===== src/md_consts.svh =====
`ifndef MD_CONSTS_SVH
`define MD_CONSTS_SVH

// Operand and result width, one word
`define MD_WIDTH 32

// Iteration counter width
`define MD_CNT_W 5

// Counter start value, one step per bit after the first
`define MD_ITER_LAST 31

`endif


===== src/md_pkg.sv =====
package md_pkg;

	// Operation select, matches the core decoder encoding
	typedef enum logic [1:0] {
		MD_OP_MULL = 2'd0,
		MD_OP_MULH = 2'd1,
		MD_OP_DIV  = 2'd2,
		MD_OP_REM  = 2'd3
	} md_op_e;

	// Sequencer states
	typedef enum logic [2:0] {
		MD_IDLE, MD_ABS_A, MD_ABS_B, MD_COMP,
		MD_LAST, MD_CHANGE_SIGN, MD_FINISH
	} md_state_e;

endpackage


===== src/md_fsm.sv =====
`timescale 1ns/1ps
`include "md_consts.svh"

module md_fsm (
	input  logic                  clk_i,
	input  logic                  rst_ni,
	input  logic                  mult_en_i,
	input  logic                  div_en_i,
	input  md_pkg::md_op_e        operator_i,
	input  logic [`MD_WIDTH-1:0]  op_b_i,
	output md_pkg::md_state_e     state_o,
	output logic [`MD_CNT_W-1:0]  iter_cnt_o,
	output logic                  valid_o
);
	import md_pkg::*;

	md_state_e            state_q;
	md_state_e            state_d;
	logic [`MD_CNT_W-1:0] cnt_q;
	logic [`MD_CNT_W-1:0] cnt_d;
	logic                 div_by_zero;
	logic                 is_mult;

	assign div_by_zero = (op_b_i == '0);
	assign is_mult     = (operator_i == MD_OP_MULL) || (operator_i == MD_OP_MULH);

	////////////////////////////////////////////////////////////////////////////
	// Next state
	////////////////////////////////////////////////////////////////////////////

	always_comb begin
		state_d = state_q;
		cnt_d   = cnt_q;
		if (mult_en_i || div_en_i) begin
			case (state_q)
				MD_IDLE: begin
					cnt_d = `MD_CNT_W'(`MD_ITER_LAST);
					if (is_mult) begin
						state_d = MD_COMP;
					end else begin
						// Zero divisor skips straight to the result
						state_d = div_by_zero ? MD_FINISH : MD_ABS_A;
					end
				end
				MD_ABS_A: begin
					state_d = MD_ABS_B;
				end
				MD_ABS_B: begin
					state_d = MD_COMP;
				end
				MD_COMP: begin
					cnt_d = cnt_q - 1'b1;
					if (cnt_q == `MD_CNT_W'(1)) begin
						state_d = MD_LAST;
					end
				end
				MD_LAST: begin
					state_d = is_mult ? MD_IDLE : MD_CHANGE_SIGN;
				end
				MD_CHANGE_SIGN: begin
					state_d = MD_FINISH;
				end
				MD_FINISH: begin
					state_d = MD_IDLE;
				end
				default: begin
					state_d = MD_IDLE;
				end
			endcase
		end
	end

	always_ff @(posedge clk_i or negedge rst_ni) begin
		if (!rst_ni) begin
			state_q <= MD_IDLE;
			cnt_q   <= '0;
		end else begin
			state_q <= state_d;
			cnt_q   <= cnt_d;
		end
	end

	// Multiply finishes in LAST, divide in FINISH
	assign valid_o = (state_q == MD_FINISH) || ((state_q == MD_LAST) && is_mult);

	assign state_o    = state_q;
	assign iter_cnt_o = cnt_q;

endmodule


===== src/md_shared_adder.sv =====
`timescale 1ns/1ps
`include "md_consts.svh"

module md_shared_adder (
	input  md_pkg::md_state_e     state_i,
	input  md_pkg::md_op_e        operator_i,
	input  logic [`MD_WIDTH-1:0]  op_a_i,
	input  logic [`MD_WIDTH-1:0]  op_b_i,
	input  logic [`MD_WIDTH:0]    accum_i,
	input  logic [`MD_WIDTH:0]    op_a_shift_i,
	input  logic [`MD_WIDTH:0]    op_b_shift_i,
	output logic [`MD_WIDTH+1:0]  adder_ext_o
);
	import md_pkg::*;

	logic [`MD_WIDTH-1:0] b_0;
	logic [`MD_WIDTH:0]   bw_pp;
	logic [`MD_WIDTH:0]   bw_last_pp;
	logic [`MD_WIDTH-1:0] neg_src;
	logic [`MD_WIDTH:0]   operand_a;
	logic [`MD_WIDTH:0]   operand_b;

	// Baugh-Wooley partial products
	assign b_0        = {`MD_WIDTH{op_b_shift_i[0]}};
	assign bw_pp      = {~(op_a_shift_i[`MD_WIDTH] & op_b_shift_i[0]),
	                     (op_a_shift_i[`MD_WIDTH-1:0] & b_0)};
	assign bw_last_pp = {(op_a_shift_i[`MD_WIDTH] & op_b_shift_i[0]),
	                     ~(op_a_shift_i[`MD_WIDTH-1:0] & b_0)};

	// Value to negate in the sign steps
	always_comb begin
		case (state_i)
			MD_ABS_A:       neg_src = op_a_i;
			MD_CHANGE_SIGN: neg_src = accum_i[`MD_WIDTH-1:0];
			default:        neg_src = op_b_i;
		endcase
	end

	// For divide, the low bit of each operand forms the carry-in
	always_comb begin
		operand_a = accum_i;
		case (operator_i)
			MD_OP_MULL: operand_b = bw_pp;
			MD_OP_MULH: operand_b = (state_i == MD_LAST) ? bw_last_pp : bw_pp;
			default: begin
				if ((state_i == MD_ABS_A) || (state_i == MD_ABS_B) ||
				    (state_i == MD_CHANGE_SIGN)) begin
					operand_a = {{`MD_WIDTH{1'b0}}, 1'b1};
					operand_b = {~neg_src, 1'b1};
				end else begin
					// Trial subtraction of the divisor
					operand_a = {accum_i[`MD_WIDTH-1:0], 1'b1};
					operand_b = {~op_b_shift_i[`MD_WIDTH-1:0], 1'b1};
				end
			end
		endcase
	end

	assign adder_ext_o = {1'b0, operand_a} + {1'b0, operand_b};

endmodule


===== src/md_datapath.sv =====
`timescale 1ns/1ps
`include "md_consts.svh"

module md_datapath (
	input  logic                  clk_i,
	input  logic                  rst_ni,
	input  md_pkg::md_state_e     state_i,
	input  logic [`MD_CNT_W-1:0]  iter_cnt_i,
	input  md_pkg::md_op_e        operator_i,
	input  logic [1:0]            signed_mode_i,
	input  logic [`MD_WIDTH-1:0]  op_a_i,
	input  logic [`MD_WIDTH-1:0]  op_b_i,
	input  logic [`MD_WIDTH+1:0]  adder_ext_i,
	input  logic                  div_en_i,
	output logic [`MD_WIDTH:0]    accum_o,
	output logic [`MD_WIDTH:0]    op_a_shift_o,
	output logic [`MD_WIDTH:0]    op_b_shift_o,
	output logic [`MD_WIDTH-1:0]  result_o
);
	import md_pkg::*;

	logic [`MD_WIDTH:0]   accum_q;
	logic [`MD_WIDTH:0]   accum_d;
	logic [`MD_WIDTH:0]   op_a_shift_q;
	logic [`MD_WIDTH:0]   op_a_shift_d;
	logic [`MD_WIDTH:0]   op_b_shift_q;
	logic [`MD_WIDTH:0]   op_b_shift_d;
	logic [`MD_WIDTH-1:0] numer_q;
	logic [`MD_WIDTH-1:0] numer_d;
	logic [`MD_WIDTH:0]   res_adder_l;
	logic [`MD_WIDTH:0]   res_adder_h;
	logic [`MD_WIDTH-1:0] adder_neg;
	logic [`MD_WIDTH:0]   op_a_ext;
	logic [`MD_WIDTH:0]   op_b_ext;
	logic                 sign_a;
	logic                 sign_b;
	logic                 b0;
	logic [`MD_WIDTH:0]   one_shift;
	logic [`MD_CNT_W-1:0] cnt_m1;
	logic                 is_greater_equal;
	logic [`MD_WIDTH:0]   next_remainder;
	logic [`MD_WIDTH:0]   next_quotient;

	assign res_adder_l = adder_ext_i[`MD_WIDTH:0];
	assign res_adder_h = adder_ext_i[`MD_WIDTH+1:1];
	assign adder_neg   = adder_ext_i[`MD_WIDTH:1];

	assign sign_a   = op_a_i[`MD_WIDTH-1] & signed_mode_i[0];
	assign sign_b   = op_b_i[`MD_WIDTH-1] & signed_mode_i[1];
	assign op_a_ext = {sign_a, op_a_i};
	assign op_b_ext = {sign_b, op_b_i};
	assign b0       = op_b_i[0];

	////////////////////////////////////////////////////////////////////////////
	// Restoring division step
	////////////////////////////////////////////////////////////////////////////

	assign cnt_m1    = iter_cnt_i - 1'b1;
	assign one_shift = {{`MD_WIDTH{1'b0}}, 1'b1} << iter_cnt_i;

	// Compare on sign bits first, then on the trial difference
	assign is_greater_equal = (accum_q[`MD_WIDTH-1] == op_b_shift_q[`MD_WIDTH-1]) ?
	                          ~res_adder_h[`MD_WIDTH-1] : accum_q[`MD_WIDTH-1];
	assign next_remainder   = is_greater_equal ? res_adder_h : accum_q;
	assign next_quotient    = is_greater_equal ? (op_a_shift_q | one_shift) : op_a_shift_q;

	always_comb begin
		accum_d      = accum_q;
		op_a_shift_d = op_a_shift_q;
		op_b_shift_d = op_b_shift_q;
		numer_d      = numer_q;
		case (state_i)
			MD_IDLE: begin
				case (operator_i)
					MD_OP_MULL: begin
						op_a_shift_d = op_a_ext << 1;
						op_b_shift_d = op_b_ext >> 1;
						accum_d      = {~(op_a_ext[`MD_WIDTH] & b0),
						                (op_a_ext[`MD_WIDTH-1:0] & {`MD_WIDTH{b0}})};
					end
					MD_OP_MULH: begin
						op_a_shift_d = op_a_ext;
						op_b_shift_d = op_b_ext >> 1;
						accum_d      = {1'b1, ~(op_a_ext[`MD_WIDTH] & b0),
						                (op_a_ext[`MD_WIDTH-1:1] & {(`MD_WIDTH-1){b0}})};
					end
					// Seeds double as the divide-by-zero results
					MD_OP_DIV: accum_d = '1;
					default:   accum_d = op_a_ext;
				endcase
			end
			MD_ABS_A: begin
				op_a_shift_d = '0;
				numer_d      = sign_a ? adder_neg : op_a_i;
			end
			MD_ABS_B: begin
				accum_d      = {{`MD_WIDTH{1'b0}}, numer_q[`MD_WIDTH-1]};
				op_b_shift_d = {1'b0, (sign_b ? adder_neg : op_b_i)};
			end
			MD_COMP: begin
				case (operator_i)
					MD_OP_MULL: begin
						accum_d      = res_adder_l;
						op_a_shift_d = op_a_shift_q << 1;
						op_b_shift_d = op_b_shift_q >> 1;
					end
					MD_OP_MULH: begin
						accum_d      = res_adder_h;
						op_b_shift_d = op_b_shift_q >> 1;
					end
					default: begin
						accum_d      = {next_remainder[`MD_WIDTH-1:0], numer_q[cnt_m1]};
						op_a_shift_d = next_quotient;
					end
				endcase
			end
			MD_LAST: begin
				case (operator_i)
					MD_OP_DIV: accum_d = next_quotient;
					MD_OP_REM: accum_d = {1'b0, next_remainder[`MD_WIDTH-1:0]};
					default:   accum_d = res_adder_l;
				endcase
			end
			MD_CHANGE_SIGN: begin
				// Quotient sign from both operands, remainder follows the dividend
				if (operator_i == MD_OP_DIV) begin
					accum_d = (sign_a ^ sign_b) ? {1'b0, adder_neg} : accum_q;
				end else begin
					accum_d = sign_a ? {1'b0, adder_neg} : accum_q;
				end
			end
			default: ;
		endcase
	end

	always_ff @(posedge clk_i or negedge rst_ni) begin
		if (!rst_ni) begin
			accum_q      <= '0;
			op_a_shift_q <= '0;
			op_b_shift_q <= '0;
			numer_q      <= '0;
		end else begin
			accum_q      <= accum_d;
			op_a_shift_q <= op_a_shift_d;
			op_b_shift_q <= op_b_shift_d;
			numer_q      <= numer_d;
		end
	end

	assign accum_o      = accum_q;
	assign op_a_shift_o = op_a_shift_q;
	assign op_b_shift_o = op_b_shift_q;
	assign result_o     = div_en_i ? accum_q[`MD_WIDTH-1:0] : res_adder_l[`MD_WIDTH-1:0];

endmodule


===== src/md_slow_top.sv =====
`timescale 1ns/1ps
`include "md_consts.svh"

module md_slow_top (
	input  logic                  clk_i,
	input  logic                  rst_ni,
	input  logic                  mult_en_i,
	input  logic                  div_en_i,
	input  md_pkg::md_op_e        operator_i,
	input  logic [1:0]            signed_mode_i,
	input  logic [`MD_WIDTH-1:0]  op_a_i,
	input  logic [`MD_WIDTH-1:0]  op_b_i,
	output logic [`MD_WIDTH-1:0]  result_o,
	output logic                  valid_o
);
	import md_pkg::*;

	md_state_e            state;
	logic [`MD_CNT_W-1:0] iter_cnt;
	logic [`MD_WIDTH:0]   accum;
	logic [`MD_WIDTH:0]   op_a_shift;
	logic [`MD_WIDTH:0]   op_b_shift;
	logic [`MD_WIDTH+1:0] adder_ext;

	md_fsm u_fsm (
		.clk_i      (clk_i),
		.rst_ni     (rst_ni),
		.mult_en_i  (mult_en_i),
		.div_en_i   (div_en_i),
		.operator_i (operator_i),
		.op_b_i     (op_b_i),
		.state_o    (state),
		.iter_cnt_o (iter_cnt),
		.valid_o    (valid_o)
	);

	md_shared_adder u_adder (
		.state_i      (state),
		.operator_i   (operator_i),
		.op_a_i       (op_a_i),
		.op_b_i       (op_b_i),
		.accum_i      (accum),
		.op_a_shift_i (op_a_shift),
		.op_b_shift_i (op_b_shift),
		.adder_ext_o  (adder_ext)
	);

	md_datapath u_datapath (
		.clk_i         (clk_i),
		.rst_ni        (rst_ni),
		.state_i       (state),
		.iter_cnt_i    (iter_cnt),
		.operator_i    (operator_i),
		.signed_mode_i (signed_mode_i),
		.op_a_i        (op_a_i),
		.op_b_i        (op_b_i),
		.adder_ext_i   (adder_ext),
		.div_en_i      (div_en_i),
		.accum_o       (accum),
		.op_a_shift_o  (op_a_shift),
		.op_b_shift_o  (op_b_shift),
		.result_o      (result_o)
	);

endmodule


===== config.mk =====
export PLATFORM = sky130hd
export DESIGN_NAME = md_slow_top
export DESIGN_NICKNAME = d
export VERILOG_FILES = /design/src/md_pkg.sv /design/src/md_fsm.sv /design/src/md_shared_adder.sv /design/src/md_datapath.sv /design/src/md_slow_top.sv
export VERILOG_INCLUDE_DIRS = /design/src
export SDC_FILE = /design/constraint.sdc
export NUM_CORES = 1
export LEC_CHECK = 0
export BUFFER_PORTS_ARGS = -buffer_cell sky130_fd_sc_hd__buf_2
export CORE_MARGIN = 1.5
export CORE_UTILIZATION = 40
export CTS_CLUSTER_SIZE = 40
export DETAILED_ROUTE_END_ITERATION = 7
export PLACE_DENSITY = 0.57
export SLEW_MARGIN = 10
export SYNTH_ARGS = -nofsm -noshare
export SYNTH_HDL_FRONTEND = slang
export SYNTH_SLANG_ARGS = --single-unit

===== constraint.sdc =====
create_clock -name clk_i -period 6.29 [get_ports clk_i]
set_clock_uncertainty 0.1 [all_clocks]
set_input_delay 0.629 -clock clk_i [delete_from_list [all_inputs] [get_ports clk_i]]
set_output_delay 0.629 -clock clk_i [all_outputs]
set_load 0.01 [all_outputs]

==> metrics.cfg <==
[global_route]
grt-ovfl-total=0
grt_pass1_vias=17300
grt_pass1_wl_um=123000
grt_max_degree=72
grt_usage_pct=44.3
antenna_found_initial=1

[routing]
viasPerCell=7.06
highest-signal-layer=met4
drt-total-wl_um=85300
ant_nets=0
num_vias=18500
dr_wl_met3_um=11500
met1_length_um=34100
drc=0
drt_pass1_iterations=6
dr.first_iter.drc_count=2778
dr_wl_met2_um=35300
wire_per_inst_um=32.5

[worst_setup_path]
rr_worst_depth=18
crit_arrival_ps=5270
critPathCaptureType=primary output
reg2reg_from=u_fsm.state_o[1]$_DFFE_PN0P_
crit_fanout=22
cpMostUsedCell=o21ai_0
crit_slowest_cell=a311oi_1
slowest_delay_ps=620
critPathKind=flop to primary output
startpoint_type=flop
path_cells=nor2b_1 > buf_4 > nand2_1 > buf_12 > o221ai_1 > a21oi_1 > a221oi_1 > ha_1 > a21oi_1 > o21ai_0 > o2bb2ai_1 > o21ai_0 > a21o_1 > a311oi_1 > o21ai_0 > buf_2
critPathBufInv=3
worst-r2r-setup-slack_ps=790
cp_top_family=compound AO/OA/AOI/OAI gates
r2r_end=u_datapath.accum_o[9]$_DFFE_PN0P_
required_ps=5560

[run]
max_cap_viol_count=0

[clocking]
clockBufferDepth=2
clk_latency_ps=470
htreeDepth=4
numCtsBuffers=17
clk_pin_slew_ps=80
ctsResizeCount=0
cts_setup_buffers=0
cts_root_buf=clkbuf_16
clock-sinks=138
cts_tree=yes
postCtsHoldBufs=0

[logic_synthesis]
synth_fa_ha_area_share_pct=3.69
yosys-top-cells-count=a21oi_1, nand2_1, nor2_1
synth_xor_area_share_pct=1.89
avgSynthCellArea_sq_um=7.11
syn_area_sq_um=14800
synthSimpleGateAreaFrac_pct=20.4
synth.area.mux_share_pct=7.05
ys.flop_type=dfrtp_1
syn_nets=2195
synth_most_common_cell=a21oi_1
synth-compound-area-share_pct=38.3
yosysWarnings=0
ys_ff_latch=138
synth_top_family_by_area=compound AO/OA/AOI/OAI gates
ys_top_cells_by_area=dfrtp_1, a21oi_1, nand2_1
yosysUniqueCellTypes=78
yosysTopAreaCellShare_pct=23.3
synth_area_leader_cell=dfrtp_1
ys_seq_area_share_pct=23.3
syn_inst=2080
synth_edf_count=0
synthArstFlopShare_pct=100

[floorplanning]
dieArea_sq_um=38200
fp-row-count=70
coreArea_sq_um=36500
initial_core_util_pct=40.5
pin_count=105
die_w_um=195
fp.dieH_um=195

[layout]
fin_nets=2254
fillers=3796
fin_util_pct=46.1
drive_gt1_share_pct=15.3
synthToLayoutAreaGrowth_pct=13.7

[timing]
tightest_slew_ps=1220
rsz0062_at_grt=false
drv_slew=0
fin_crit_ps=6000
fmax_mhz=167
slew-limit-headroom_pct=18.1
hold_ws_ps=112
setup_viol_count_final=0
hold_viol=0
layout_worst_path_cycle_share_pct=95.4
fin_setup_tns_ps=0

[place]
dp_hpwl_um=63100
io_buffers=104
globalplace.congestion=1.06

[worst_hold_path]
hold_class=input port to async pin

[status]
status=completed

-- worst max-delay path by stage --
stage | from | to | cells past startpoint
finish | u_fsm.state_o[1]$_DFFE_PN0P_ | result_o[31] | 16
global route | u_fsm.state_o[1]$_DFFE_PN0P_ | result_o[30] | 17
CTS | u_fsm.state_o[1]$_DFFE_PN0P_ | result_o[30] | 17
detailed placement | operator_i[0] | result_o[30] | 19
global placement | operator_i[0] | result_o[30] | 19
floorplan | operator_i[0] | result_o[28] | 17
-- routing by layer --
metal | vias to the layer above | track usage, %
li1 | 7931 | -
met5 | - | 0
met4 | 0 | 20.4
met1 | 8938 | 60.2
met3 | 241 | 12.7
met2 | 1401 | 64.4
-- cell usage in the layout, fill, tap and decap left out, types with 15 or more instances in the layout --
cell type | synthesis | routed
nand2_1 | 288 | 287
o31ai_1 | 30 | 30
and2_1 | 22 | 22
a31oi_1 | 24 | 24
nand2b_1 | 20 | 20
mux2_2 | 22 | 22
a21oi_1 | 319 | 317
nor2_1 | 197 | 194
dfrtp_1 | 138 | 137
o21ai_0 | 174 | 174
a21o_1 | 23 | 23
a221o_1 | 15 | 15
o221ai_1 | 46 | 46
mux2i_1 | 57 | 57
nand3_1 | 47 | 47
inv_1 | 20 | 20
clkbuf_16 | 0 | 17
buf_4 | 3 | 117
a211oi_1 | 17 | 17
buf_2 | 8 | 103
a221oi_1 | 52 | 52
xnor2_1 | 18 | 17
nor3_1 | 20 | 20
ha_1 | 42 | 41
nor4_1 | 20 | 20
o211ai_1 | 38 | 38
o22ai_1 | 45 | 45
-- logic make-up after synthesis --
group,after synthesis
compound gates,889
buf+inv,207
xor+xnor,32
flops,138
fa+ha+maj,43
simple gates,682
mux,89
-- sequential cells by signal, summed over array words and instances (netlist names) --
name and cells:
u_fsm.state_o 3, u_datapath.numer_q 32, u_fsm.iter_cnt_o 5, u_datapath.accum_o 33
u_datapath.op_a_shift_o 33, u_datapath.op_b_shift_o 32
-- through the flow --
| step | worst slack, ps | area [sq um] | cells |
|---|---|---|---|
| 3_5_place_dp | 686 | 16200 | 2588 |
| 6_report | 290 | 16800 | 2621 |
| 3_3_place_gp | 620 | 16200 | 2588 |
| 2_1_floorplan | 748 | 14800 | 2080 |
| 5_1_grt | 35.3 | 16800 | 2620 |
| 4_1_cts | 391 | 16800 | 2620 |
-- final cells by class --
type                            instances  area [sq um]  area share [%]
Multi-Input combinational cell       1735         10600            63.1
Clock buffer                           18           439            2.61
Inverter                               21          78.8           0.469
Sequential cell                       138          3450            20.5
Clock inverter                         14           136           0.811
Timing Repair Buffer                  226          1510            8.95
Tap cell                              468           586            3.48
Antenna cell                            1          2.50          0.0149
Power is left out: the tool's default activity adds up to more than one toggle a clock period on the data nets, which glitch-free logic cannot reach.
